## src/verilog/sl_mgmt_pkg.sv

```systemverilog
// management package with register map, axi response codes and bit positions
package sl_mgmt_pkg;

   // register byte offsets
   localparam logic [7:0] reg_ctrl     = 8'h00;
   localparam logic [7:0] reg_status   = 8'h04;
   localparam logic [7:0] reg_bursts   = 8'h08;
   localparam logic [7:0] reg_len_err  = 8'h0C;
   localparam logic [7:0] reg_skew_err = 8'h10;
   localparam logic [7:0] reg_id       = 8'h14;

   // axi response codes
   localparam logic [1:0] resp_okay    = 2'd0;
   localparam logic [1:0] resp_slverr  = 2'd2;

   // bit in reg_ctrl
   localparam int ctrl_enable = 0;

   // bits in reg_status
   localparam int st_link_up  = 0;
   localparam int st_aligned  = 1;

endpackage

```

## src/verilog/sl_link_pkg.sv

```systemverilog
// link layer package with lane word formats and control word decoding
package sl_link_pkg;

   // width of one deserialized lane word
   localparam int word_w = 64;

   // control word type codes
   // carried in the top nibble of a control word
   typedef enum logic [3:0] {
      ct_idle        = 4'h0,
      ct_align       = 4'h1,
      ct_burst_start = 4'h2,
      ct_burst_end   = 4'h3
   } ctrl_type_e;

   // control word layout, msb first
   typedef struct packed {
      // bits 63:60
      ctrl_type_e  ctrl_type;
      // bits 59:56
      // sync field of burst start
      logic [3:0]  sync;
      // bits 55:40
      // data rows in the burst, checked at burst end
      logic [15:0] burst_len;
      // bits 39:0, not decoded
      logic [39:0] reserved;
   } ctrl_word_t;

   // one lane word, two views
   // lane ctrl bit picks which one applies
   typedef union packed {
      // payload view for data words
      logic [word_w-1:0] raw;
      // control view when ctrl bit set
      ctrl_word_t        ctrl;
   } lane_word_u;

endpackage
```

## src/verilog/sl_stream_sink.sv

```systemverilog
// streaming sink top joining lane deskew, burst decode and management registers
`timescale 1ns/1ns

module sl_stream_sink
   import sl_link_pkg::*;
#(
   parameter int lanes      = 4,
   parameter int fifo_depth = 8
) (
   input  logic                      clock,
   input  logic                      reset,
   // deserialized lanes
   input  logic [lanes*word_w-1:0]   lane_data,
   input  logic [lanes-1:0]          lane_ctrl,
   input  logic [lanes-1:0]          lane_valid,
   // user stream
   output logic [lanes*word_w-1:0]   data,
   output logic [3:0]                sync,
   output logic                      valid,
   output logic                      start_of_burst,
   output logic                      end_of_burst,
   output logic                      link_up,
   // axi4-lite management
   input  logic [7:0]                awaddr,
   input  logic                      awvalid,
   output logic                      awready,
   input  logic [31:0]               wdata,
   input  logic [3:0]                wstrb,
   input  logic                      wvalid,
   output logic                      wready,
   output logic [1:0]                bresp,
   output logic                      bvalid,
   input  logic                      bready,
   input  logic [7:0]                araddr,
   input  logic                      arvalid,
   output logic                      arready,
   output logic [31:0]               rdata,
   output logic [1:0]                rresp,
   output logic                      rvalid,
   input  logic                      rready
);

   logic [lanes*word_w-1:0] row_data;
   logic [lanes-1:0]        row_ctrl;
   logic                    row_valid;
   logic                    aligned;
   logic                    skew_error;
   logic                    len_error;
   logic                    burst_done;
   logic                    enable;

   sl_lane_deskew #(
      .lanes      (lanes),
      .fifo_depth (fifo_depth)
   ) u_sl_lane_deskew (
      .clock      (clock),
      .reset      (reset),
      .enable     (enable),
      .lane_data  (lane_data),
      .lane_ctrl  (lane_ctrl),
      .lane_valid (lane_valid),
      .row_data   (row_data),
      .row_ctrl   (row_ctrl),
      .row_valid  (row_valid),
      .aligned    (aligned),
      .skew_error (skew_error)
   );

   sl_burst_decode #(
      .lanes          (lanes)
   ) u_sl_burst_decode (
      .clock          (clock),
      .reset          (reset),
      .enable         (enable),
      .row_valid      (row_valid),
      .aligned        (aligned),
      .row_data       (row_data),
      .row_ctrl       (row_ctrl),
      .data           (data),
      .sync           (sync),
      .valid          (valid),
      .start_of_burst (start_of_burst),
      .end_of_burst   (end_of_burst),
      .link_up        (link_up),
      .len_error      (len_error),
      .burst_done     (burst_done)
   );

   sl_mgmt_regs #(
      .lanes      (lanes)
   ) u_sl_mgmt_regs (
      .clock      (clock),
      .reset      (reset),
      .awaddr     (awaddr),
      .awvalid    (awvalid),
      .awready    (awready),
      .wdata      (wdata),
      .wstrb      (wstrb),
      .wvalid     (wvalid),
      .wready     (wready),
      .bresp      (bresp),
      .bvalid     (bvalid),
      .bready     (bready),
      .araddr     (araddr),
      .arvalid    (arvalid),
      .arready    (arready),
      .rdata      (rdata),
      .rresp      (rresp),
      .rvalid     (rvalid),
      .rready     (rready),
      .link_up    (link_up),
      .aligned    (aligned),
      .skew_error (skew_error),
      .len_error  (len_error),
      .burst_done (burst_done),
      .enable     (enable)
   );

endmodule

```

## src/verilog/sl_mgmt_regs.sv

```systemverilog
// axi4-lite management slave with control, link status and error counters
`timescale 1ns/1ns

module sl_mgmt_regs
   import sl_mgmt_pkg::*;
#(
   parameter int lanes = 4
) (
   input  logic        clock,
   input  logic        reset,
   input  logic [7:0]  awaddr,
   input  logic        awvalid,
   output logic        awready,
   input  logic [31:0] wdata,
   input  logic [3:0]  wstrb,
   input  logic        wvalid,
   output logic        wready,
   output logic [1:0]  bresp,
   output logic        bvalid,
   input  logic        bready,
   input  logic [7:0]  araddr,
   input  logic        arvalid,
   output logic        arready,
   output logic [31:0] rdata,
   output logic [1:0]  rresp,
   output logic        rvalid,
   input  logic        rready,
   input  logic        link_up,
   input  logic        aligned,
   input  logic        skew_error,
   input  logic        len_error,
   input  logic        burst_done,
   output logic        enable
);

   logic [31:0] bursts;
   logic [31:0] len_errs;
   logic [31:0] skew_errs;
   logic [31:0] rd_word;
   logic        wr_hs;
   logic        rd_hs;
   logic        wr_any;

   function automatic logic mapped(input logic [7:0] addr);
      case (addr)
         reg_ctrl, reg_status, reg_bursts, reg_len_err, reg_skew_err, reg_id: return 1'b1;
         default: return 1'b0;
      endcase
   endfunction

   // saturating count, a write clears it
   function automatic logic [31:0] next_count(input logic [31:0] cnt, input logic inc,
                                              input logic clr);
      if (clr) return '0;
      if (inc && (cnt != '1)) return cnt + 32'd1;
      return cnt;
   endfunction

   assign wr_hs  = awready && awvalid && wvalid;
   assign rd_hs  = arready && arvalid;
   assign wr_any = |wstrb;

   always_ff @(posedge clock) begin
      if (reset) begin
         awready <= 1'b0;
         wready  <= 1'b0;
         bvalid  <= 1'b0;
         arready <= 1'b0;
         rvalid  <= 1'b0;
      end else begin
         // ready pulses only with address and data both present
         awready <= awvalid && wvalid && !awready && !bvalid;
         wready  <= awvalid && wvalid && !awready && !bvalid;
         arready <= arvalid && !arready && !rvalid;
         if (wr_hs) begin
            bvalid <= 1'b1;
         end else if (bready) begin
            bvalid <= 1'b0;
         end
         if (rd_hs) begin
            rvalid <= 1'b1;
         end else if (rready) begin
            rvalid <= 1'b0;
         end
      end
   end

   // responses and read data held with their valid
   always_ff @(posedge clock) begin
      if (wr_hs) begin
         bresp <= mapped(awaddr) ? resp_okay : resp_slverr;
      end
      if (rd_hs) begin
         rdata <= rd_word;
         rresp <= mapped(araddr) ? resp_okay : resp_slverr;
      end
   end

   always_comb begin
      rd_word = '0;
      case (araddr)
         reg_ctrl:     rd_word[ctrl_enable] = enable;
         reg_status: begin
            rd_word[st_link_up] = link_up;
            rd_word[st_aligned] = aligned;
         end
         reg_bursts:   rd_word = bursts;
         reg_len_err:  rd_word = len_errs;
         reg_skew_err: rd_word = skew_errs;
         reg_id:       rd_word = 32'(lanes);
         default:      rd_word = '0;
      endcase
   end

   always_ff @(posedge clock) begin
      if (reset) begin
         enable    <= 1'b1;
         bursts    <= '0;
         len_errs  <= '0;
         skew_errs <= '0;
      end else begin
         if (wr_hs && wstrb[0] && (awaddr == reg_ctrl)) begin
            enable <= wdata[ctrl_enable];
         end
         bursts    <= next_count(bursts, burst_done,
                                 wr_hs && wr_any && (awaddr == reg_bursts));
         len_errs  <= next_count(len_errs, len_error,
                                 wr_hs && wr_any && (awaddr == reg_len_err));
         skew_errs <= next_count(skew_errs, skew_error,
                                 wr_hs && wr_any && (awaddr == reg_skew_err));
      end
   end

endmodule

```

## src/verilog/sl_burst_decode.sv

```systemverilog
// burst decoder that turns aligned rows into framed beats and checks length
`timescale 1ns/1ns

module sl_burst_decode
   import sl_link_pkg::*;
#(
   parameter int lanes = 4
) (
   input  logic                      clock,
   input  logic                      reset,
   input  logic                      enable,
   input  logic                      row_valid,
   input  logic                      aligned,
   input  logic [lanes*word_w-1:0]   row_data,
   input  logic [lanes-1:0]          row_ctrl,
   output logic [lanes*word_w-1:0]   data,
   output logic [3:0]                sync,
   output logic                      valid,
   output logic                      start_of_burst,
   output logic                      end_of_burst,
   output logic                      link_up,
   output logic                      len_error,
   output logic                      burst_done
);

   lane_word_u              row_word;
   ctrl_word_t              cw;
   logic                    run;
   logic                    is_data;
   logic                    is_start;
   logic                    is_end;
   logic                    is_marker;
   logic                    flush;
   logic                    in_burst;
   logic                    sob_pending;
   logic                    seen_marker;
   logic [15:0]             row_cnt;
   logic [3:0]              sync_r;
   // one data row held back until the next row shows whether it ends the burst
   logic                    hold_valid;
   logic                    hold_sob;
   logic [3:0]              hold_sync;
   logic [lanes*word_w-1:0] hold_data;

   // lane 0 carries the control word
   assign row_word.raw = row_data[word_w-1:0];
   assign cw           = row_word.ctrl;
   assign run          = row_valid && enable;

   assign is_data   = run && !row_ctrl[0] && in_burst;
   assign is_start  = run && row_ctrl[0] && (cw.ctrl_type == ct_burst_start);
   assign is_end    = run && row_ctrl[0] && (cw.ctrl_type == ct_burst_end) && in_burst;
   assign is_marker = run && row_ctrl[0] &&
                      ((cw.ctrl_type == ct_idle) || (cw.ctrl_type == ct_align));
   // idle and align rows leave the held row in place
   assign flush     = hold_valid && (is_data || is_start || is_end);

   always_ff @(posedge clock) begin
      if (reset || !enable) begin
         valid          <= 1'b0;
         start_of_burst <= 1'b0;
         end_of_burst   <= 1'b0;
         len_error      <= 1'b0;
         burst_done     <= 1'b0;
         link_up        <= 1'b0;
         seen_marker    <= 1'b0;
         in_burst       <= 1'b0;
         sob_pending    <= 1'b0;
         hold_valid     <= 1'b0;
         hold_sob       <= 1'b0;
         row_cnt        <= '0;
      end else begin
         valid          <= flush;
         start_of_burst <= flush && hold_sob;
         end_of_burst   <= flush && is_end;
         burst_done     <= is_end;
         len_error      <= is_end && (cw.burst_len != row_cnt);
         link_up        <= aligned && seen_marker;
         if (!aligned) begin
            seen_marker <= 1'b0;
         end else if (is_marker) begin
            seen_marker <= 1'b1;
         end
         if (is_start) begin
            in_burst    <= 1'b1;
            sob_pending <= 1'b1;
            row_cnt     <= '0;
         end else if (is_end) begin
            in_burst    <= 1'b0;
         end
         if (is_data) begin
            hold_valid  <= 1'b1;
            hold_sob    <= sob_pending;
            sob_pending <= 1'b0;
            row_cnt     <= row_cnt + 16'd1;
         end else if (flush) begin
            hold_valid  <= 1'b0;
         end
      end
   end

   always_ff @(posedge clock) begin
      if (is_start) begin
         sync_r <= cw.sync;
      end
      if (is_data) begin
         hold_data <= row_data;
         hold_sync <= sync_r;
      end
      if (flush) begin
         data <= hold_data;
         sync <= hold_sync;
      end
   end

endmodule

```

## src/verilog/sl_lane_deskew.sv

```systemverilog
// lane deskew that locks each lane on an align marker and emits aligned rows
`timescale 1ns/1ns

module sl_lane_deskew
   import sl_link_pkg::*;
#(
   parameter int lanes      = 4,
   parameter int fifo_depth = 8
) (
   input  logic                      clock,
   input  logic                      reset,
   input  logic                      enable,
   input  logic [lanes*word_w-1:0]   lane_data,
   input  logic [lanes-1:0]          lane_ctrl,
   input  logic [lanes-1:0]          lane_valid,
   output logic [lanes*word_w-1:0]   row_data,
   output logic [lanes-1:0]          row_ctrl,
   output logic                      row_valid,
   output logic                      aligned,
   output logic                      skew_error
);

   localparam int aw = $clog2(fifo_depth);

   // per lane skew fifo, ctrl bit stored above the word
   logic [word_w:0]  mem [lanes][fifo_depth];
   logic [aw-1:0]    wr_ptr [lanes];
   // all lanes pop together so one read pointer serves all
   logic [aw-1:0]    rd_ptr;
   logic [aw:0]      count [lanes];
   logic [lanes-1:0] locked;
   logic [lanes-1:0] is_marker;
   logic [lanes-1:0] wr;
   logic [lanes-1:0] full;
   logic [lanes-1:0] has_word;
   logic             pop;
   logic             overflow;
   lane_word_u       word [lanes];

   always_comb begin
      for (int i = 0; i < lanes; i++) begin
         word[i].raw  = lane_data[i*word_w +: word_w];
         is_marker[i] = lane_ctrl[i] && (word[i].ctrl.ctrl_type == ct_align);
         // search state drops everything up to the marker
         // marker itself goes in so the row shows up downstream
         wr[i]        = lane_valid[i] && (locked[i] || is_marker[i]);
         full[i]      = count[i] == (aw+1)'(fifo_depth);
         has_word[i]  = count[i] != '0;
      end
   end

   // one row per cycle once every lane has a word
   assign pop      = enable && (&locked) && (&has_word);
   // a simultaneous pop frees the slot
   assign overflow = enable && !pop && (|(wr & full));

   always_ff @(posedge clock) begin
      if (reset || !enable || overflow) begin
         // back to marker search with empty fifos
         locked <= '0;
         rd_ptr <= '0;
         for (int i = 0; i < lanes; i++) begin
            wr_ptr[i] <= '0;
            count[i]  <= '0;
         end
      end else begin
         for (int i = 0; i < lanes; i++) begin
            if (wr[i]) begin
               locked[i] <= 1'b1;
               wr_ptr[i] <= wr_ptr[i] + 1'b1;
            end
            count[i] <= count[i] + (aw+1)'(wr[i]) - (aw+1)'(pop);
         end
         if (pop) begin
            rd_ptr <= rd_ptr + 1'b1;
         end
      end
   end

   // fifo storage
   always_ff @(posedge clock) begin
      for (int i = 0; i < lanes; i++) begin
         if (wr[i]) begin
            mem[i][wr_ptr[i]] <= {lane_ctrl[i], lane_data[i*word_w +: word_w]};
         end
      end
   end

   // registered row out, one cycle after the last lane fills
   always_ff @(posedge clock) begin
      if (reset) begin
         row_valid  <= 1'b0;
         aligned    <= 1'b0;
         skew_error <= 1'b0;
      end else begin
         row_valid  <= pop;
         skew_error <= overflow;
         aligned    <= enable && !overflow && (&locked);
      end
   end

   always_ff @(posedge clock) begin
      for (int i = 0; i < lanes; i++) begin
         if (pop) begin
            row_data[i*word_w +: word_w] <= mem[i][rd_ptr][word_w-1:0];
            row_ctrl[i]                  <= mem[i][rd_ptr][word_w];
         end
      end
   end

endmodule

```

## config.mk

```make
export PLATFORM = sky130hd
export DESIGN_NAME = sl_stream_sink
export DESIGN_NICKNAME = d
export VERILOG_FILES = /design/src/verilog/sl_mgmt_pkg.sv /design/src/verilog/sl_link_pkg.sv /design/src/verilog/sl_stream_sink.sv /design/src/verilog/sl_mgmt_regs.sv /design/src/verilog/sl_burst_decode.sv /design/src/verilog/sl_lane_deskew.sv
export SDC_FILE = /design/constraint.sdc
export NUM_CORES = 2
export LEC_CHECK = 0
export BUFFER_PORTS_ARGS = -buffer_cell sky130_fd_sc_hd__buf_4
export CAP_MARGIN = 40
export CORE_ASPECT_RATIO = 1.5
export CORE_MARGIN = 8
export CORE_UTILIZATION = 50
export DETAILED_ROUTE_END_ITERATION = 12
export PLACE_DENSITY = 0.67
export SYNTH_ARGS = -nofsm -noshare
export SYNTH_HDL_FRONTEND = slang
export SYNTH_SLANG_ARGS = --single-unit
```

## constraint.sdc

```tcl
create_clock -name clock -period 21.4 [get_ports clock]
set_clock_uncertainty 0.2 [all_clocks]
set_input_delay 1.07 -clock clock [delete_from_list [all_inputs] [get_ports clock]]
set_output_delay 1.07 -clock clock [all_outputs]
set_load 0.02 [all_outputs]
```

After elaboration in Yosys (flattened, before gate mapping)
Memory sizes are Yosys's and may differ from the RTL's. Cells that the tools add are included.

Add/subtract/negate cells: 17. Magnitude comparators: 9. Eq/ne operators: 25. Multiplexer cells: 93. Bitwise operators: 15. Reductions and logical operators: 88.

Operator list (number): $mux W520 (4); $bmux W65 S3 (4); $demux W65 S3 (4); $mux W65 (6); $mux W32 (12); $mux W64 (6); $pmux W30 S4 (1); $add A32 B1 Y32 const B (3); $ne A32 B32 Y1 const B (3); $logic_and A1 B1 Y1 (48); $mux W1 (42); $eq A8 B4 Y1 const B (4); $eq A8 B5 Y1 const B (4); $mux W16 (2); $eq A4 B1 Y1 const B (5); $ge A4 B4 Y1 const B (5); $not A3 Y4 (5); $add A16 B1 Y16 const B (1); $add A4 B1 Y4 (4); $eq A4 B4 Y1 const B (4); $eq A8 B3 Y1 const B (2); $logic_not A8 Y1 (2); $lt A4 B1 Y1 const B (4); $mux W4 (4); other kinds (20) (68).

Bits in registers: 955. Memory bits (writable): 2108. Input port bits: 323. Logic and storage cells: 288. Memories kept: 3.

Memory list: u_sl_lane_deskew.mem (depth 4, width 520, read ports 4, clocked after Yosys merged registers in 0, write ports 4, line sl_lane_deskew.sv:26) `logic [word_w:0] mem [lanes][fifo_depth];`; u_sl_lane_deskew.count (depth 4, width 4, read ports 4, clocked after Yosys merged registers in 0, write ports 4, line sl_lane_deskew.sv:30) `logic [aw:0] count [lanes];`; u_sl_lane_deskew.wr_ptr (depth 4, width 3, read ports 4, clocked after Yosys merged registers in 0, write ports 4, line sl_lane_deskew.sv:27) `logic [aw-1:0] wr_ptr [lanes];`.

Longest topological paths before layout
Depth in word-level cells: 11. Mapped depth: 13.

Hierarchy
A second synthesis with hierarchy kept.

Cells, all modules: 5003. Area, all modules: 111987.4 um^2.

By module, submodules not included: sl_lane_deskew (instances 1, cells an instance 3544, area each 87998.1 um^2, seq. area each 71148.2 um^2); sl_burst_decode (instances 1, cells an instance 686, area each 17140.2 um^2, seq. area each 16275.6 um^2); sl_mgmt_regs (instances 1, cells an instance 773, area each 6849.1 um^2, seq. area each 3042.9 um^2).

Worst setup path before layout
No wires, ideal clock.

Path kind: flip-flop to flip-flop. Start: reg u_sl_lane_deskew.row_ctrl[0]. End: reg u_sl_burst_decode.start_of_burst. Arrival time: 15.031 ns. Path slack: 6.077 ns. Cell stages (with the launch flop): 6. Path buffers: 1. Period minus slack after synthesis: 15.323 ns. Cells stage by stage: edfxtp_1 -> nand4b_1 -> inv_1 -> buf_1 -> o21a_1 -> and3_1.

Word-level cells in the longest chain between the ends: 7. Elaborated cells on any way between the ends: 11. Those cells by class: 11 x reduce/logical.

RTL lines: start, declared (line sl_lane_deskew.sv:17) `output logic [lanes-1:0] row_ctrl,`; start signal, assigned by index (line sl_lane_deskew.sv:106) `row_ctrl[i] <= mem[i][rd_ptr][word_w];`; $logic_not A1 Y1 (line sl_burst_decode.sv:50) `assign is_data = run && !row_ctrl[0] && in_burst;`; $logic_and A1 B1 Y1 (2 in a row) (line sl_burst_decode.sv:50); net u_sl_burst_decode.is_data (line sl_burst_decode.sv:29) `logic is_data;`; $logic_or A1 B1 Y1 (2 in a row) (line sl_burst_decode.sv:56) `assign flush = hold_valid && (is_data || is_start || is_end);`; $logic_and A1 B1 Y1 (line sl_burst_decode.sv:56); net u_sl_burst_decode.flush (line sl_burst_decode.sv:33) `logic flush;`; $logic_and A1 B1 Y1 (line sl_burst_decode.sv:74) `start_of_burst <= flush && hold_sob;`; end signal, assigned (line sl_burst_decode.sv:74); end, declared (line sl_burst_decode.sv:19) `output logic start_of_burst,`.

The timed path passes the listed nets, and every way through them passes these cells. A chain may end at the register's enable or synchronous reset.

Worst setup path in the final report
Start: reg u_sl_mgmt_regs.enable. End: reg u_sl_burst_decode.data[182], enable pin.

Word-level cells in the longest chain between the ends: 6. Elaborated cells on any way between the ends: 10. Those cells by class: 10 x reduce/logical.

RTL lines: start, declared (line sl_mgmt_regs.sv:33) `output logic enable`; start signal, assigned (line sl_mgmt_regs.sv:123) `enable <= wdata[ctrl_enable];`; $logic_and A1 B1 Y1 * (line sl_burst_decode.sv:48) `assign run = row_valid && enable;`; $logic_and A1 B1 Y1 (on tied branches) (2 in a row) (line sl_burst_decode.sv:50, sl_burst_decode.sv:51, sl_burst_decode.sv:52); $logic_or A1 B1 Y1 or $logic_and A1 B1 Y1 (tied branches) (line sl_burst_decode.sv:56, sl_burst_decode.sv:52); $logic_or A1 B1 Y1 * (line sl_burst_decode.sv:56); $logic_and A1 B1 Y1 * (line sl_burst_decode.sv:56); net u_sl_burst_decode.flush (line sl_burst_decode.sv:33); end signal, assigned (line sl_burst_decode.sv:111) `data <= hold_data;`; end, declared (line sl_burst_decode.sv:16) `output logic [lanes*word_w-1:0] data,`.

Mark *: on every way through the listed nets, which the timed path passes. The rest lies on a longest branch.

==> metrics.csv <==
stage;metric;value;unit
outcome;outcome;completed;
layout;commonest non-fill, non-tap cells in the layout;edfxtp_1, buf_4, mux4_2;
placed_design;dpl ws;16.66;ns
clock_tree;post-CTS setup buffers;0;
hold_path;hold crit path type;flip-flop to flip-flop;
clock_tree;CTS tree;built;
power_and_ir_drop;Leakage;40.6;nW
timing;Period minus WS final;4.62;ns
clock_tree;Hold-fix buffers, CTS;0;
setup_path;CP max stage delay;0.63;ns
setup_path;Crit. End Element;flip-flop;
synth;synth unique cells;62;
power_and_ir_drop;Power Total;11.4;mW
synth;dominant synthesized flop cell;edfxtp_1;
synth;syn avg cell area;22.4;sq um
detailed_routing;routed len/inst;27.0;um
power_and_ir_drop;Pwr Density;88.4;nW/um^2
synth;Post-synth EDFFs;2883;
detailed_routing;total number of vias;51019;
synth;asr flop ratio synth;0;%
setup_path;WS Path Type;flip-flop to flip-flop;
grt;initial antenna violation count;46;
timing;Hold Vio Cnt, Final;0;
grt;largest net degree at the start of global routing;138;
synth;top-area cell type share of the netlist area;78.3;%
timing;Setup Viol. Count Final;0;
job;max cap viols;0;
timing;Peak Freq;216;MHz
die;die width;400;um
layout;layout cells sized above 1;32.6;%
synth;Yosys warnings;0;
layout;post-route insts no fill;8853;
synth;Synth area leaders;edfxtp_1, mux4_2, dfxtp_1;
synth;Syn Std Cell Area;111000;sq um
placed_design;RePlAce Congestion;0.859;
die;Core ar.;220000;sq um
detailed_routing;detailed-route vias per instance;5.76;
layout;final core utilization;58.5;%
die;DIE HEIGHT;592;um
setup_path;Startpoint Class;flip-flop;
clock_tree;clk slew on worst S/H paths;0.06;ns
clock_tree;cts bufs inserted;284;
clock_tree;clock latency at the later pin of the worst-skew pair;0.82;ns
layout;Final #Nets;6113;
setup_path;CP max-delay cell;o21a_4;
layout;post-route cell area;129000;sq um
detailed_routing;Detailed Route WL;239000;um
setup_path;Critical Path RT;21.67;ns
timing;hold slack;0.202;ns
setup_path;CP cell instances;buf_4 > nand4b_1 > inv_8 > o21a_4 > buf_4 > buf_12 > buf_4 > buf_12;
timing;period utilization;21.6;%
layout;Reg area;89700;sq um
clock_tree;Clock Path Buffers;4;
placed_design;I/O Buffers;594;
synth;Seq cells post-synth;3037;
clock_tree;clk root buf;clkbuf_16;
clock_tree;H-tree depth;5;
layout;most common cell after layout, fill and taps aside;edfxtp_1;
die;Row Count;211;
placed_design;placed cells;8341;
detailed_routing;DRC;0;
layout;P&R area growth vs syn;16.4;%
layout;area occupied by multi-input gates;20100;sq um
setup_path;CP dominant cell by count;buf_4;
grt;first-pass GRT wire length;349000;um
setup_path;Worst Path Max Fanout;43;
setup_path;critical path data arrival time;4.90;ns
die;die area;237000;sq um
timing;setup ws final;16.78;ns
grt;remaining global-route overflow;0;
timing;Max-slew headroom;26.2;%
die;IO Count;628;
placed_design;HPWL Detailed;140000;um
timing;Least-Margin Pin Slew;1.11;ns
detailed_routing;DRT Pass-1 Iters;10;
die;initial core utilization;50.3;%
detailed_routing;DRT iter0 DRCs;4199;
synth;cell taking the most area after synthesis;edfxtp_1;
grt;GRT Total Usage;19.7;%
grt;number of global-route vias before repair;53330;
timing;Sum Neg Setup Slack;0;ns
timing;RSZ-0062 raised after global routing;no;
placed_design;dpl cell area;120000;sq um
timing;max-slew violations;0;
clock_tree;post-cts resize count;0;
power_and_ir_drop;Max VDD drop;0.0835;mV
synth;post-synthesis sequential area ratio;81.1;%
clock_tree;clk sinks;3037;
layout;FILL cells;15558;
synth;Syn Inst Count;4925;
detailed_routing;post-route ant nets;0;
==> metal layers <==
layer,GRT usage [%],up-vias,routed length (um)
li1,-,22070,-
met1,25.4,26934,94600
met2,33.3,1601,119000
met3,5.97,368,20600
met4,4.42,46,4420
met5,0,-,305
==> cells by family (layout without fill, tap and decap cells) <==
group	count (synthesis)	in the layout	share of synthesized area, %
AO/OA/AOI/OAI	221	221	1.34
buffers and inverters	271	1298	0.936
AND/OR/NAND/NOR	508	508	2.44
XOR/XNOR	69	69	0.547
other	1	27	0.00339
flip-flops	3037	3037	81.1
multiplexers	781	781	13.2
adder cells (fa/ha/maj)	37	37	0.446
==> synth_stat cells (4+ instances only) <==
| library cell | number |
|---|---|
| o21a_1 | 5 |
| a2111oi_0 | 4 |
| and3_1 | 20 |
| xnor2_1 | 43 |
| nor3_1 | 48 |
| a21oi_1 | 68 |
| a31oi_1 | 8 |
| o21ai_0 | 43 |
| mux2i_1 | 8 |
| buf_2 | 5 |
| buf_1 | 54 |
| fa_1 | 4 |
| o31ai_1 | 10 |
| dfxtp_1 | 154 |
| and2_1 | 12 |
| mux4_2 | 514 |
| a211oi_1 | 9 |
| nand2_1 | 87 |
| clkbuf_1 | 133 |
| nand2b_1 | 23 |
| mux2_2 | 259 |
| o41ai_1 | 5 |
| nor4_1 | 19 |
| xor2_1 | 26 |
| or3_1 | 37 |
| nand4_1 | 49 |
| ha_1 | 33 |
| inv_1 | 76 |
| and4_1 | 15 |
| or4_1 | 21 |
| nor2_1 | 112 |
| o211ai_1 | 14 |
| a222oi_1 | 29 |
| a31o_2 | 4 |
| edfxtp_1 | 2883 |
| nor3b_1 | 5 |
| a21o_1 | 9 |
| nand3_1 | 40 |
==> cell type report <==
type	count	area share [%]
tap	2875	2.80
clock buffer	357	5.83
multi-input combinational	1618	15.7
clock inverter	129	0.869
antenna	25	0.0486
sequential	3037	69.7
inverter	76	0.233
timing repair buffer	736	4.88
==> final timing paths <==
path         slack, ns  cells after the start                        startpoint                     endpoint
min reg2reg       0.20                      0  u_sl_burst_decode.hold_data[177]  u_sl_burst_decode.data[177]
min               0.20                      0  u_sl_burst_decode.hold_data[177]  u_sl_burst_decode.data[177]
max reg2reg      16.78                      8             u_sl_mgmt_regs.enable  u_sl_burst_decode.data[182]
max              16.78                      8             u_sl_mgmt_regs.enable  u_sl_burst_decode.data[182]
==> state kept, by name, indices dropped and copies added (netlist names), 4 cells and up <==
name,flops
u_sl_burst_decode.sync_r,4
u_sl_mgmt_regs.bursts,32
u_sl_lane_deskew.count,16
u_sl_mgmt_regs.skew_errs,32
u_sl_lane_deskew.row_data,256
u_sl_mgmt_regs.rdata,32
u_sl_burst_decode.data,256
u_sl_mgmt_regs.len_errs,32
u_sl_lane_deskew.wr_ptr,12
u_sl_burst_decode.hold_sync,4
u_sl_burst_decode.hold_data,256
u_sl_lane_deskew.locked,4
u_sl_burst_decode.sync,4
u_sl_burst_decode.row_cnt,16
u_sl_lane_deskew.mem,2056
==> power by group <==
part,total [mW],switching (mW),internal [mW]
registers,6.48,0.00414,6.48
logic,0.125,0.0767,0.0479
clock network,4.77,2.09,2.68
total,11.4,2.17,9.20
==> worst max-delay path: cells and delay by family, from the launching register on <==
kind | cells | cell delay [ns]
buffers and inverters | 6 | 2.36
and+or+nand+nor | 1 | 0.61
DFF | 1 | 0.31
AOI/OAI and AO/OA | 1 | 0.63
No activity file was read; power rests on OpenSTA's default activity.
